$ cat config.mk
export PLATFORM = sky130hd
export DESIGN_NAME = matMulCore
export DESIGN_NICKNAME = d
export VERILOG_FILES = /design/src/matMulPkg.sv /design/src/creditFifo.sv /design/src/instrDecoder.sv /design/src/execUnit.sv /design/src/storePort.sv /design/src/matMulCore.sv
export VERILOG_INCLUDE_DIRS = /design/src
export SDC_FILE = /design/constraint.sdc
export NUM_CORES = 1
export LEC_CHECK = 0
export BUFFER_PORTS_ARGS = -buffer_cell sky130_fd_sc_hd__buf_2
export CAP_MARGIN = 20
export CORE_MARGIN = 8
export CORE_UTILIZATION = 67
export CTS_CLUSTER_SIZE = 12
export DETAILED_ROUTE_END_ITERATION = 8
export PLACE_DENSITY = 0.85
export SETUP_SLACK_MARGIN = 0.05
export SLEW_MARGIN = 20
export SYNTH_ARGS = -nofsm -noshare
export SYNTH_HDL_FRONTEND = slang
export SYNTH_SLANG_ARGS = --single-unit
$ cat constraint.sdc
create_clock -name Clk -period 7.7 [get_ports Clk]
set_input_delay 0.77 -clock Clk [delete_from_list [all_inputs] [get_ports Clk]]
set_output_delay 0.77 -clock Clk [all_outputs]
set_load 0.01 [all_outputs]
$ cat src/matMulCore_settings.svh
`ifndef MATMUL_CORE_SETTINGS_SVH
`define MATMUL_CORE_SETTINGS_SVH

// Register, immediate and store word width
`define MATMUL_DATA_WIDTH 8

// Instruction FIFO entries, equal to the credits the source starts with
`define MATMUL_INSTR_DEPTH 4

// Store record buffer entries
`define MATMUL_STORE_DEPTH 4

// Store credits held by the core after reset
`define MATMUL_STORE_CREDITS 2

`endif

$ cat src/matMulPkg.sv
`include "matMulCore_settings.svh"

package matMulPkg;

    typedef logic [`MATMUL_DATA_WIDTH-1:0] dataT;

    // Upper nibble opcode, lower nibble variant
    typedef logic [7:0] instrByteT;

    typedef enum logic [3:0] {
        opNoop   = 4'h0,
        opAssign = 4'h1, // Followed by one immediate byte
        opMove   = 4'h2,
        opSet    = 4'h3,
        opAdd    = 4'h4,
        opMul    = 4'h5,
        opInc    = 4'h6,
        opReset  = 4'h7,
        opStore  = 4'h8
    } opcodeE;

    typedef enum logic [3:0] {
        varC1  = 4'h0,
        varC2  = 4'h1,
        varC3  = 4'h2,
        varP   = 4'h3,
        varT   = 4'h4,
        varM2  = 4'h5,
        varAll = 4'h6
    } variantE;

    // One operation as handed from decoder to execute
    typedef struct packed {
        opcodeE  opcode;
        variantE variant;
        dataT    imm;     // Zero unless ASSIGN
    } decodedOpT;

    // STORE result, address from C3 and data from T
    typedef struct packed {
        dataT addr;
        dataT data;
    } storeRecT;

endpackage

$ cat src/creditFifo.sv
`timescale 1ns/100ps
`include "matMulCore_settings.svh"

module creditFifo #(
    parameter type payloadT = logic [7:0],
    parameter int  depth    = `MATMUL_INSTR_DEPTH
) (
    input  logic    Clk,
    input  logic    rstN,
    input  logic    push,
    input  payloadT pushData,
    input  logic    pop,
    output payloadT popData,
    output logic    empty,
    output logic    full
);

    localparam int ptrW = (depth > 1) ? $clog2(depth) : 1;
    localparam int cntW = $clog2(depth + 1);

    payloadT         mem [depth];
    logic [ptrW-1:0] wrPtr;
    logic [ptrW-1:0] rdPtr;
    logic [cntW-1:0] count;

    // Wrap at depth, which need not be a power of two
    function automatic logic [ptrW-1:0] nextPtr(input logic [ptrW-1:0] ptr);
        return (ptr == ptrW'(depth - 1)) ? '0 : ptr + 1'b1;
    endfunction

    assign empty   = (count == '0);
    assign full    = (count == cntW'(depth));
    assign popData = mem[rdPtr]; // Show-ahead read

    always_ff @(posedge Clk) begin
        if (push) begin
            mem[wrPtr] <= pushData;
        end
    end

    always_ff @(posedge Clk or negedge rstN) begin
        if (!rstN) begin
            wrPtr <= '0;
            rdPtr <= '0;
            count <= '0;
        end else begin
            if (push) wrPtr <= nextPtr(wrPtr);
            if (pop) rdPtr <= nextPtr(rdPtr);
            case ({push, pop})
                2'b10:   count <= count + 1'b1;
                2'b01:   count <= count - 1'b1;
                default: ;
            endcase
        end
    end

    // The sender's credit accounting must keep us from ever filling past depth
    noOverflow: assert property (@(posedge Clk) disable iff (!rstN) !(push && full));
    noUnderflow: assert property (@(posedge Clk) disable iff (!rstN) !(pop && empty));

endmodule

$ cat src/instrDecoder.sv
`timescale 1ns/100ps
`include "matMulCore_settings.svh"

module instrDecoder (
    input  logic                 Clk,
    input  logic                 rstN,
    input  logic                 instrValid,
    input  matMulPkg::instrByteT instrByte,
    output logic                 instrCredit,
    output logic                 opValid,
    output matMulPkg::decodedOpT op,
    input  logic                 opReady
);

    matMulPkg::instrByteT fifoByte;
    matMulPkg::instrByteT heldByte; // ASSIGN opcode waiting for its immediate
    logic                 fifoEmpty;
    logic                 pop;
    logic                 outFree;
    logic                 holdAssign;
    logic                 isAssign;

    creditFifo #(
        .payloadT (matMulPkg::instrByteT),
        .depth    (`MATMUL_INSTR_DEPTH)
    ) instrFifo_i (
        .Clk      (Clk),
        .rstN     (rstN),
        .push     (instrValid),
        .pushData (instrByte),
        .pop      (pop),
        .popData  (fifoByte),
        .empty    (fifoEmpty),
        .full     ()
    );

    assign outFree  = !opValid || opReady;
    assign pop      = !fifoEmpty && outFree;
    assign isAssign = (fifoByte[7:4] == matMulPkg::opAssign);

    always_ff @(posedge Clk or negedge rstN) begin
        if (!rstN) begin
            instrCredit <= 1'b0;
            opValid     <= 1'b0;
            holdAssign  <= 1'b0;
        end else begin
            instrCredit <= pop; // One credit back per byte removed
            if (opValid && opReady) opValid <= 1'b0;
            if (pop) begin
                if (holdAssign) begin
                    opValid    <= 1'b1; // Immediate arrived
                    holdAssign <= 1'b0;
                end else if (isAssign) begin
                    holdAssign <= 1'b1;
                end else begin
                    opValid <= 1'b1;
                end
            end
        end
    end

    always_ff @(posedge Clk) begin
        if (pop) begin
            if (holdAssign) begin
                op.opcode  <= matMulPkg::opcodeE'(heldByte[7:4]);
                op.variant <= matMulPkg::variantE'(heldByte[3:0]);
                op.imm     <= matMulPkg::dataT'(fifoByte);
            end else begin
                op.opcode  <= matMulPkg::opcodeE'(fifoByte[7:4]);
                op.variant <= matMulPkg::variantE'(fifoByte[3:0]);
                op.imm     <= '0;
                heldByte   <= fifoByte;
            end
        end
    end

    // Execute may stall on store back-pressure, the op must wait untouched
    opHeldStable: assert property (@(posedge Clk) disable iff (!rstN)
        opValid && !opReady |=> opValid && $stable(op));

endmodule

$ cat src/execUnit.sv
`timescale 1ns/100ps

module execUnit (
    input  logic                 Clk,
    input  logic                 rstN,
    input  logic                 opValid,
    input  matMulPkg::decodedOpT op,
    output logic                 opReady,
    output logic                 recValid,
    output matMulPkg::storeRecT  rec,
    input  logic                 recReady
);

    matMulPkg::dataT ac;
    matMulPkg::dataT p;
    matMulPkg::dataT t;
    matMulPkg::dataT c1;
    matMulPkg::dataT c2;
    matMulPkg::dataT c3;
    matMulPkg::dataT m2;
    logic            accept;

    // STORE leaves in the same cycle it is accepted
    assign recValid = opValid && (op.opcode == matMulPkg::opStore);
    assign rec.addr = c3;
    assign rec.data = t;

    // Only a STORE with no room in the result stage stalls
    assign opReady = !(recValid && !recReady);
    assign accept  = opValid && opReady;

    always_ff @(posedge Clk or negedge rstN) begin
        if (!rstN) begin
            ac <= '0;
            p  <= '0;
            t  <= '0;
            c1 <= '0;
            c2 <= '0;
            c3 <= '0;
            m2 <= '0;
        end else if (accept) begin
            case (op.opcode)
                matMulPkg::opAssign: begin
                    case (op.variant)
                        matMulPkg::varC1: c1 <= op.imm;
                        matMulPkg::varC2: c2 <= op.imm;
                        matMulPkg::varC3: c3 <= op.imm;
                        default:          ;
                    endcase
                end
                matMulPkg::opMove: begin
                    case (op.variant)
                        matMulPkg::varP:  p  <= ac;
                        matMulPkg::varT:  t  <= ac;
                        matMulPkg::varC1: c1 <= ac;
                        default:          ;
                    endcase
                end
                matMulPkg::opSet: begin
                    if (op.variant == matMulPkg::varC1) ac <= c1;
                end
                matMulPkg::opAdd: begin
                    case (op.variant)
                        matMulPkg::varT:  ac <= ac + t;  // Wraps at data width
                        matMulPkg::varM2: ac <= ac + m2;
                        default:          ;
                    endcase
                end
                matMulPkg::opMul: begin
                    if (op.variant == matMulPkg::varP) ac <= p * ac; // Low half kept
                end
                matMulPkg::opInc: begin
                    case (op.variant)
                        matMulPkg::varC2: c2 <= c2 + 1'b1;
                        matMulPkg::varC3: c3 <= c3 + 1'b1;
                        matMulPkg::varM2: m2 <= m2 + 1'b1;
                        default:          ;
                    endcase
                end
                matMulPkg::opReset: begin
                    if (op.variant == matMulPkg::varAll) begin
                        t  <= '0;
                        m2 <= '0;
                        ac <= '0;
                    end
                end
                default: ; // NOOP, STORE and unknown opcodes leave registers alone
            endcase
        end
    end

endmodule

$ cat src/storePort.sv
`timescale 1ns/100ps
`include "matMulCore_settings.svh"

module storePort (
    input  logic                Clk,
    input  logic                rstN,
    input  logic                recValid,
    input  matMulPkg::storeRecT rec,
    output logic                recReady,
    output logic                storeValid,
    output matMulPkg::dataT     storeAddr,
    output matMulPkg::dataT     storeData,
    input  logic                storeCredit
);

    localparam int creditW = $clog2(`MATMUL_STORE_CREDITS + 1);

    matMulPkg::storeRecT headRec;
    logic                fifoEmpty;
    logic                fifoFull;
    logic                send;
    logic [creditW-1:0]  credits;

    creditFifo #(
        .payloadT (matMulPkg::storeRecT),
        .depth    (`MATMUL_STORE_DEPTH)
    ) storeFifo_i (
        .Clk      (Clk),
        .rstN     (rstN),
        .push     (recValid && recReady),
        .pushData (rec),
        .pop      (send),
        .popData  (headRec),
        .empty    (fifoEmpty),
        .full     (fifoFull)
    );

    assign recReady = !fifoFull;
    assign send     = !fifoEmpty && (credits != '0); // Oldest record, one credit

    always_ff @(posedge Clk or negedge rstN) begin
        if (!rstN) begin
            credits    <= creditW'(`MATMUL_STORE_CREDITS);
            storeValid <= 1'b0;
        end else begin
            storeValid <= send;
            case ({storeCredit, send})
                2'b10:   credits <= credits + 1'b1;
                2'b01:   credits <= credits - 1'b1;
                default: ; // Returned and spent in the same cycle
            endcase
        end
    end

    always_ff @(posedge Clk) begin
        if (send) begin
            storeAddr <= headRec.addr;
            storeData <= headRec.data;
        end
    end

    // Sink must never hand back more credits than it was given
    creditBound: assert property (@(posedge Clk) disable iff (!rstN)
        credits <= `MATMUL_STORE_CREDITS);

endmodule

$ cat src/matMulCore.sv
`timescale 1ns/100ps
`include "matMulCore_settings.svh"

module matMulCore (
    input  logic                 Clk,
    input  logic                 rstN,
    input  logic                 instrValid,
    input  matMulPkg::instrByteT instrByte,
    output logic                 instrCredit,
    output logic                 storeValid,
    output matMulPkg::dataT      storeAddr,
    output matMulPkg::dataT      storeData,
    input  logic                 storeCredit
);

    // Decoder to execute
    logic                 opValid;
    logic                 opReady;
    matMulPkg::decodedOpT op;

    // Execute to result stage
    logic                 recValid;
    logic                 recReady;
    matMulPkg::storeRecT  rec;

    instrDecoder instrDecoder_i (
        .Clk         (Clk),
        .rstN        (rstN),
        .instrValid  (instrValid),
        .instrByte   (instrByte),
        .instrCredit (instrCredit),
        .opValid     (opValid),
        .op          (op),
        .opReady     (opReady)
    );

    execUnit execUnit_i (
        .Clk      (Clk),
        .rstN     (rstN),
        .opValid  (opValid),
        .op       (op),
        .opReady  (opReady),
        .recValid (recValid),
        .rec      (rec),
        .recReady (recReady)
    );

    storePort storePort_i (
        .Clk         (Clk),
        .rstN        (rstN),
        .recValid    (recValid),
        .rec         (rec),
        .recReady    (recReady),
        .storeValid  (storeValid),
        .storeAddr   (storeAddr),
        .storeData   (storeData),
        .storeCredit (storeCredit)
    );

endmodule

* Word level (Yosys, flattened, before mapping)
Memory sizes are Yosys's and may differ from the RTL's. A register that Yosys moved wholly into a read port is not among the register bits.
Index checks and enable logic that the tools add are counted.
** Storage, ports and cells
- Bits in registers :: 92
- Bits in writable memories :: 96
- Output and inout port bits :: 18
- Memories :: 2
** Memory list
- storePort_i.storeFifo_i.mem :: words 4, bits a word 16, rd ports 1, clocked after Yosys merged registers in 1, wr ports 1, line creditFifo.sv:21 : payloadT mem [depth];
- instrDecoder_i.instrFifo_i.mem :: words 4, bits a word 8, rd ports 1, clocked after Yosys merged registers in 0, wr ports 1, line creditFifo.sv:21
** Operators by class
- $add $sub $neg :: 14
- $mul :: 1
- Eq/ne operators :: 35
- Muxes and demuxes :: 33
- Bitwise logic cells :: 1
- Reduce and logical (&&, ||, !) cells :: 31
** Operators by type and width (count)
- $pmux W8 S2 :: 5
- $mux W8 :: 9
- $pmux W8 S4 :: 1
- $eq A4 B3 Y1 const B :: 7
- $add A8 B1 Y8 const B :: 2
- $add A8 B8 Y8 :: 2
- $eq A4 B2 Y1 const B :: 4
- $mux W16 :: 1
- $ne A2 B1 Y1 const B :: 8
- $reduce_and A4 Y1 :: 4
- $reduce_bool A2 Y1 :: 8
- $eq A2 B2 Y1 const B :: 7
- $pmux W3 S2 :: 2
- $add A2 B1 Y2 const B :: 5
- $mux W1 :: 10
- $eq A4 B1 Y1 const B :: 2
- $mul A8 B8 Y8 :: 1
- $mux W2 :: 4
- $add A3 B1 Y3 const B :: 2
- $eq A2 B1 Y1 const B :: 3
- $logic_and A1 B1 Y1 :: 6
- $logic_not A3 Y1 :: 2
- $reduce_and A6 Y1 :: 1
- $sub A3 B1 Y3 const B :: 2
- other kinds (13) :: 17

* Logic depth before layout (Yosys ltp)
- Depth in word-level cells :: 9
- Depth in mapped cells :: 18
- Gate-level depth less buffers :: 17

* Modules after synthesis
Synthesis repeated with hierarchy kept, for this count alone.
** Second synthesis, totals
- Cells, all modules :: 689
- Area total of the unflattened synthesis :: 9833.2 um^2
** Modules (own cells, without submodules)
- execUnit :: times used 1, cells each 406, area each 3854.9 um^2, seq. area each 1201.2 um^2
- creditFifo (storePort_i.storeFifo_i) :: times used 1, cells each 122, area each 2768.9 um^2, seq. area each 2097.0 um^2
- creditFifo (instrDecoder_i.instrFifo_i) :: times used 1, cells each 80, area each 1572.8 um^2, seq. area each 1136.1 um^2
- instrDecoder :: times used 1, cells each 52, area each 1016.0 um^2, seq. area each 795.8 um^2
- storePort :: times used 1, cells each 29, area each 620.6 um^2, seq. area each 556.8 um^2

* Least setup slack after synthesis
Ideal clock, no wire load.
- Path kind :: register to register
- From :: register execUnit_i.ac[3]
- To :: register execUnit_i.ac[7]
- Setup time :: 0.081 ns
- Data arrival time :: 3.895 ns
- Slack :: 3.724 ns
- Stages on the path, launching flop included :: 16
- Clock period less this slack :: 3.976 ns
- Cells stage by stage :: dfrtp_1 > clkbuf_1 > and2_1 > fa_1 > inv_1 > fa_1 > fa_1 > fa_1 > inv_1 > ha_1 > a21oi_1 > xnor3_1 > xnor3_1 > nand2_1 > o211ai_1 > a31oi_2
** Between the ends
- Cells in the longest elaborated chain, start to end :: 3
** Ends and longest elaborated chain
- from (decl) :: line execUnit.sv:14 : matMulPkg::dataT ac;
- from (signal assigned) :: line execUnit.sv:64 : matMulPkg::varT: ac <= ac + t;
- from (signal assigned) :: line execUnit.sv:65 : matMulPkg::varM2: ac <= ac + m2;
- from (signal assigned) :: line execUnit.sv:70 : if (op.variant == matMulPkg::varP) ac <= p * ac;
- $mul A8 B8 Y8 (tied with other cells) :: line execUnit.sv:70
- $mux W8 or $pmux W8 S2 (tied branches) :: line execUnit.sv:70, execUnit.sv:63
- $pmux W8 S4 (*) :: line execUnit.sv:42 : case (op.opcode)
Every way passes the cells marked *; elsewhere a longest branch is shown, timed or not. The select of a mux whose other input is x is not followed.
A chain may end at the register's enable or synchronous reset.

* Worst setup path after layout
- From :: register execUnit_i.ac[4]
- To :: register execUnit_i.ac[7]
The elaborated chain is that of the path after synthesis.

==> run_results.csv <==
group,metric,value,unit
global_routing,grt_util_met2,0.360,
power_and_ir_drop,power.density,374,mW/mm2
routing,drt-initial-drc-count,382,
synth,async_flop_share,0.333,
synth,syn_nets,788,
sta,report.final.slew_viol_count,0,
sta,fmax,230,MHz
placed_design,gp_congestion,0.882,
setup_path,critPathLaunchType,"register",
die,die_area,0.0187,mm2
clock_network,root_buffer,"clkbuf_16",
clock_network,insertion_delay,0.49,ns
routing,wl,17900,um
clock_network,clk_path_buf_depth,3,
power_and_ir_drop,vdd_drop_max,0.000227,V
outcome,status,"finished, final reports clean",
die,start_util,0.679,
clock_network,clk_pin_slew,0.06,ns
synth,synthTopCellsByArea,"edfxtp_1, dfrtp_1, mux4_2, ha_1, fa_1",
routing,via_per_inst,6.09,
setup_path,crit_fanout,9,
setup_path,end_kind,"register",
sta,rsz0062_at_grt,"no",
die,fp-row-count,44,
clock_network,cts.htree.levels,1,
synth,synth_edf_count,136,
clock_network,numCtsBuffers,21,
global_routing,overflow,0,
layout,final-seq-area,0.00579,mm2
routing,post_drt_wl_per_cell,18.9,um
global_routing,gr-usage-met3,0.0327,
placed_design,portBuffers,29,
layout,multi_input_area,0.00366,mm2
routing,drc,0,
layout,fin_nets,816,
setup_path,worstSetupStartpoint,"execUnit_i.ac[4]",
synth,synth_flop_cell,"edfxtp_1",
routing,drt-pass1-iter-count,5,
clock_network,cts_tree,"yes",
routing,final_antenna_net_count,0,
routing,vias,5786,
synth,ys_warn_count,0,
global_routing,gr-max-usage-layer,"met2",
sta,setup_ws,3.36,ns
job,drv_cap,0,
global_routing,grt_pass1_wl,29700,um
synth,seq_area_frac_synth,0.593,
layout,n_antenna_cell,0,
layout,regMostFlops,"storePort_i.storeFifo_i.mem",
placed_design,dp_slack,3.34,ns
synth,yosysTopAreaCellShare,0.419,
sta,tns,0,ns
synth,ys_types,58,
synth,syn_inst,723,
layout,reg_top3,"storePort_i.storeFifo_i.mem x64, instrDecoder_i.instrFifo_i.mem x32, instrDecoder_i.op x16",
power_and_ir_drop,power.static_leakage,4.19,nW
sta,setup_viol,0,
synth,syn_avg_cell_area,13.5,um2
setup_path,cp_data_arrival_time,4.65,ns
sta,fin_crit_sh,0.564,
global_routing,first_global_vias,6114,
synth,synth_top_area_cell,"edfxtp_1",
layout,nFillCells,892,
die,die_h,137,um
layout,syn_to_final_growth,8.70,%
placed_design,hpwl,12400,um
layout,drive_gt1_frac,0.163,
clock_network,postCtsSetupBuffers,0,
sta,max_slew_margin,0.275,
global_routing,grt_max_degree,69,
clock_network,ctsHoldBuffers,0,
sta,hold_viol_final,0,
worst_hold_path,hold_class,"input port to async pin",
clock_network,clock-sinks,204,
die,core,0.0144,mm2
global_routing,gr-usage-all-layers,0.201,
synth,ys_ff_latch,204,
sta,period_minus_slack,4.34,ns
synth,syn-cell-area,0.00975,mm2
global_routing,grt_antenna_before_repair,0,
setup_path,cp.required,8.01,ns
clock_network,cts_resized,0,
die,num_io_pins,30,
setup_path,worst-setup-path-type,"register to register",
setup_path,regToRegStartpoint,"execUnit_i.ac[4]",
layout,largest_register_ffs,64,
sta,skew,0.0146,ns
sta,tightest_slew,1.08,ns
die,dieWidth,137,um
global_routing,grt_util_met1,0.232,
-- layout by cell type, fill, tap and decap left out, types with 3 or more instances in the layout --
cell type / instances
nand2b_1: 8
or3_1: 5
inv_1: 47
o31ai_1: 4
ha_1: 38
and2_2: 3
nand3_1: 14
mux2i_1: 13
nor3_1: 4
clkbuf_16: 21
xnor2_1: 17
xor2_1: 10
nor2_1: 22
nand2_1: 76
a22oi_1: 4
o21ai_0: 44
mux4_2: 24
nor3_2: 3
clkbuf_1: 13
buf_2: 29
and2_1: 34
fa_1: 15
edfxtp_1: 136
a31oi_1: 4
o21ai_1: 4
o22ai_1: 3
a21o_1: 6
dfrtp_1: 66
a21oi_1: 30
and3_1: 7
mux2_2: 24
-- cells in the mapped netlist (3+ instances only) --
library cell  instances
edfxtp_1            136
a21o_1                6
a21oi_1              30
buf_4                 6
and2_2                3
fa_1                 15
nor2_1               22
clkbuf_1             10
o22ai_1               3
ha_1                 38
and3_1                7
nor3_2                3
a31oi_1               4
o21ai_1               4
mux4_2               24
inv_1                47
buf_2                 8
and2_1               34
a22oi_1               4
nand3_1              14
nor3_1                4
o21ai_0              44
xor2_1               10
mux2_2               24
o31ai_1               4
mux2i_1              13
or3_1                 5
nand2_1              76
nand2b_1              8
dfrtp_1              67
xnor2_1              17
-- stage by stage --
stage               instances  area, um2  power [mW]   util  hold slack [ns]
finish                    950      10600        3.97  0.738            0.482
global route              950      10600        4.20  0.738            0.492
CTS                       950      10600        3.99  0.738            0.488
detailed placement        912      10000        3.08  0.696            0.481
global placement          912      10000        2.99  0.696            0.461
floorplan                 723       9750        2.74      -            0.444
-- critical path, stage by stage (launching register included) --
cell and delay, ns:
dfrtp_1 0.49, and2_1 0.21, fa_1 0.42, inv_1 0.09
fa_1 0.40, fa_1 0.47, fa_1 0.54, inv_1 0.04
ha_1 0.31, a21oi_1 0.23, xnor3_1 0.26, xnor3_1 0.38
nand2_1 0.05, o211ai_1 0.15, a31oi_2 0.13
-- report_power, final --
part           switching [mW]  internal, mW  total, mW
clock                   0.383         0.510      0.893
sequential              0.359          1.56       1.92
combinational           0.622         0.533       1.15
-- area by class of cell --
| cell class | count | share of cell area |
|---|---|---|
| sequential | 204 | 0.546 |
| multi-input combinational | 447 | 0.345 |
| tap | 184 | 0.0217 |
| clock inverter | 4 | 0.00224 |
| inverter | 47 | 0.0166 |
| timing repair buffer | 30 | 0.0144 |
| clock buffer | 34 | 0.0542 |
-- routing by layer --
metal | part of all wire | up-vias
li1 | - | 2658
met1 | 0.38 | 2878
met2 | 0.52 | 187
met3 | 0.054 | 63
met4 | 0.039 | 0
met5 | 0 | -
-- cells by family (layout without fill, tap and decap cells) --
kind of cell	count (synthesis)	after routing	share of synthesized area
mux	61	61	0.0965
fa+ha+maj	53	53	0.0795
simple gates	195	195	0.106
compound gates	109	109	0.0645
flops	204	204	0.593
buf+inv	72	115	0.0318
xor+xnor	29	29	0.0289
-- final timing paths --
| path | endpoint | cells after the start | slack, ns |
|---|---|---|---|
| max reg2reg | execUnit_i.ac[7] | 14 | 3.36 |
| min in group Clk | instrDecoder_i.instrFifo_i.count[2] | 1 | 0.50 |
| min reg2reg | instrDecoder_i.instrFifo_i.count[2] | 1 | 0.50 |
| min | execUnit_i.m2[2] | 2 | 0.48 |
| max in group asynchronous | storePort_i.storeFifo_i.rdPtr[0] | 2 | 6.59 |
| max | execUnit_i.ac[7] | 14 | 3.36 |
Note: power is estimated with default switching activity, not from simulation.
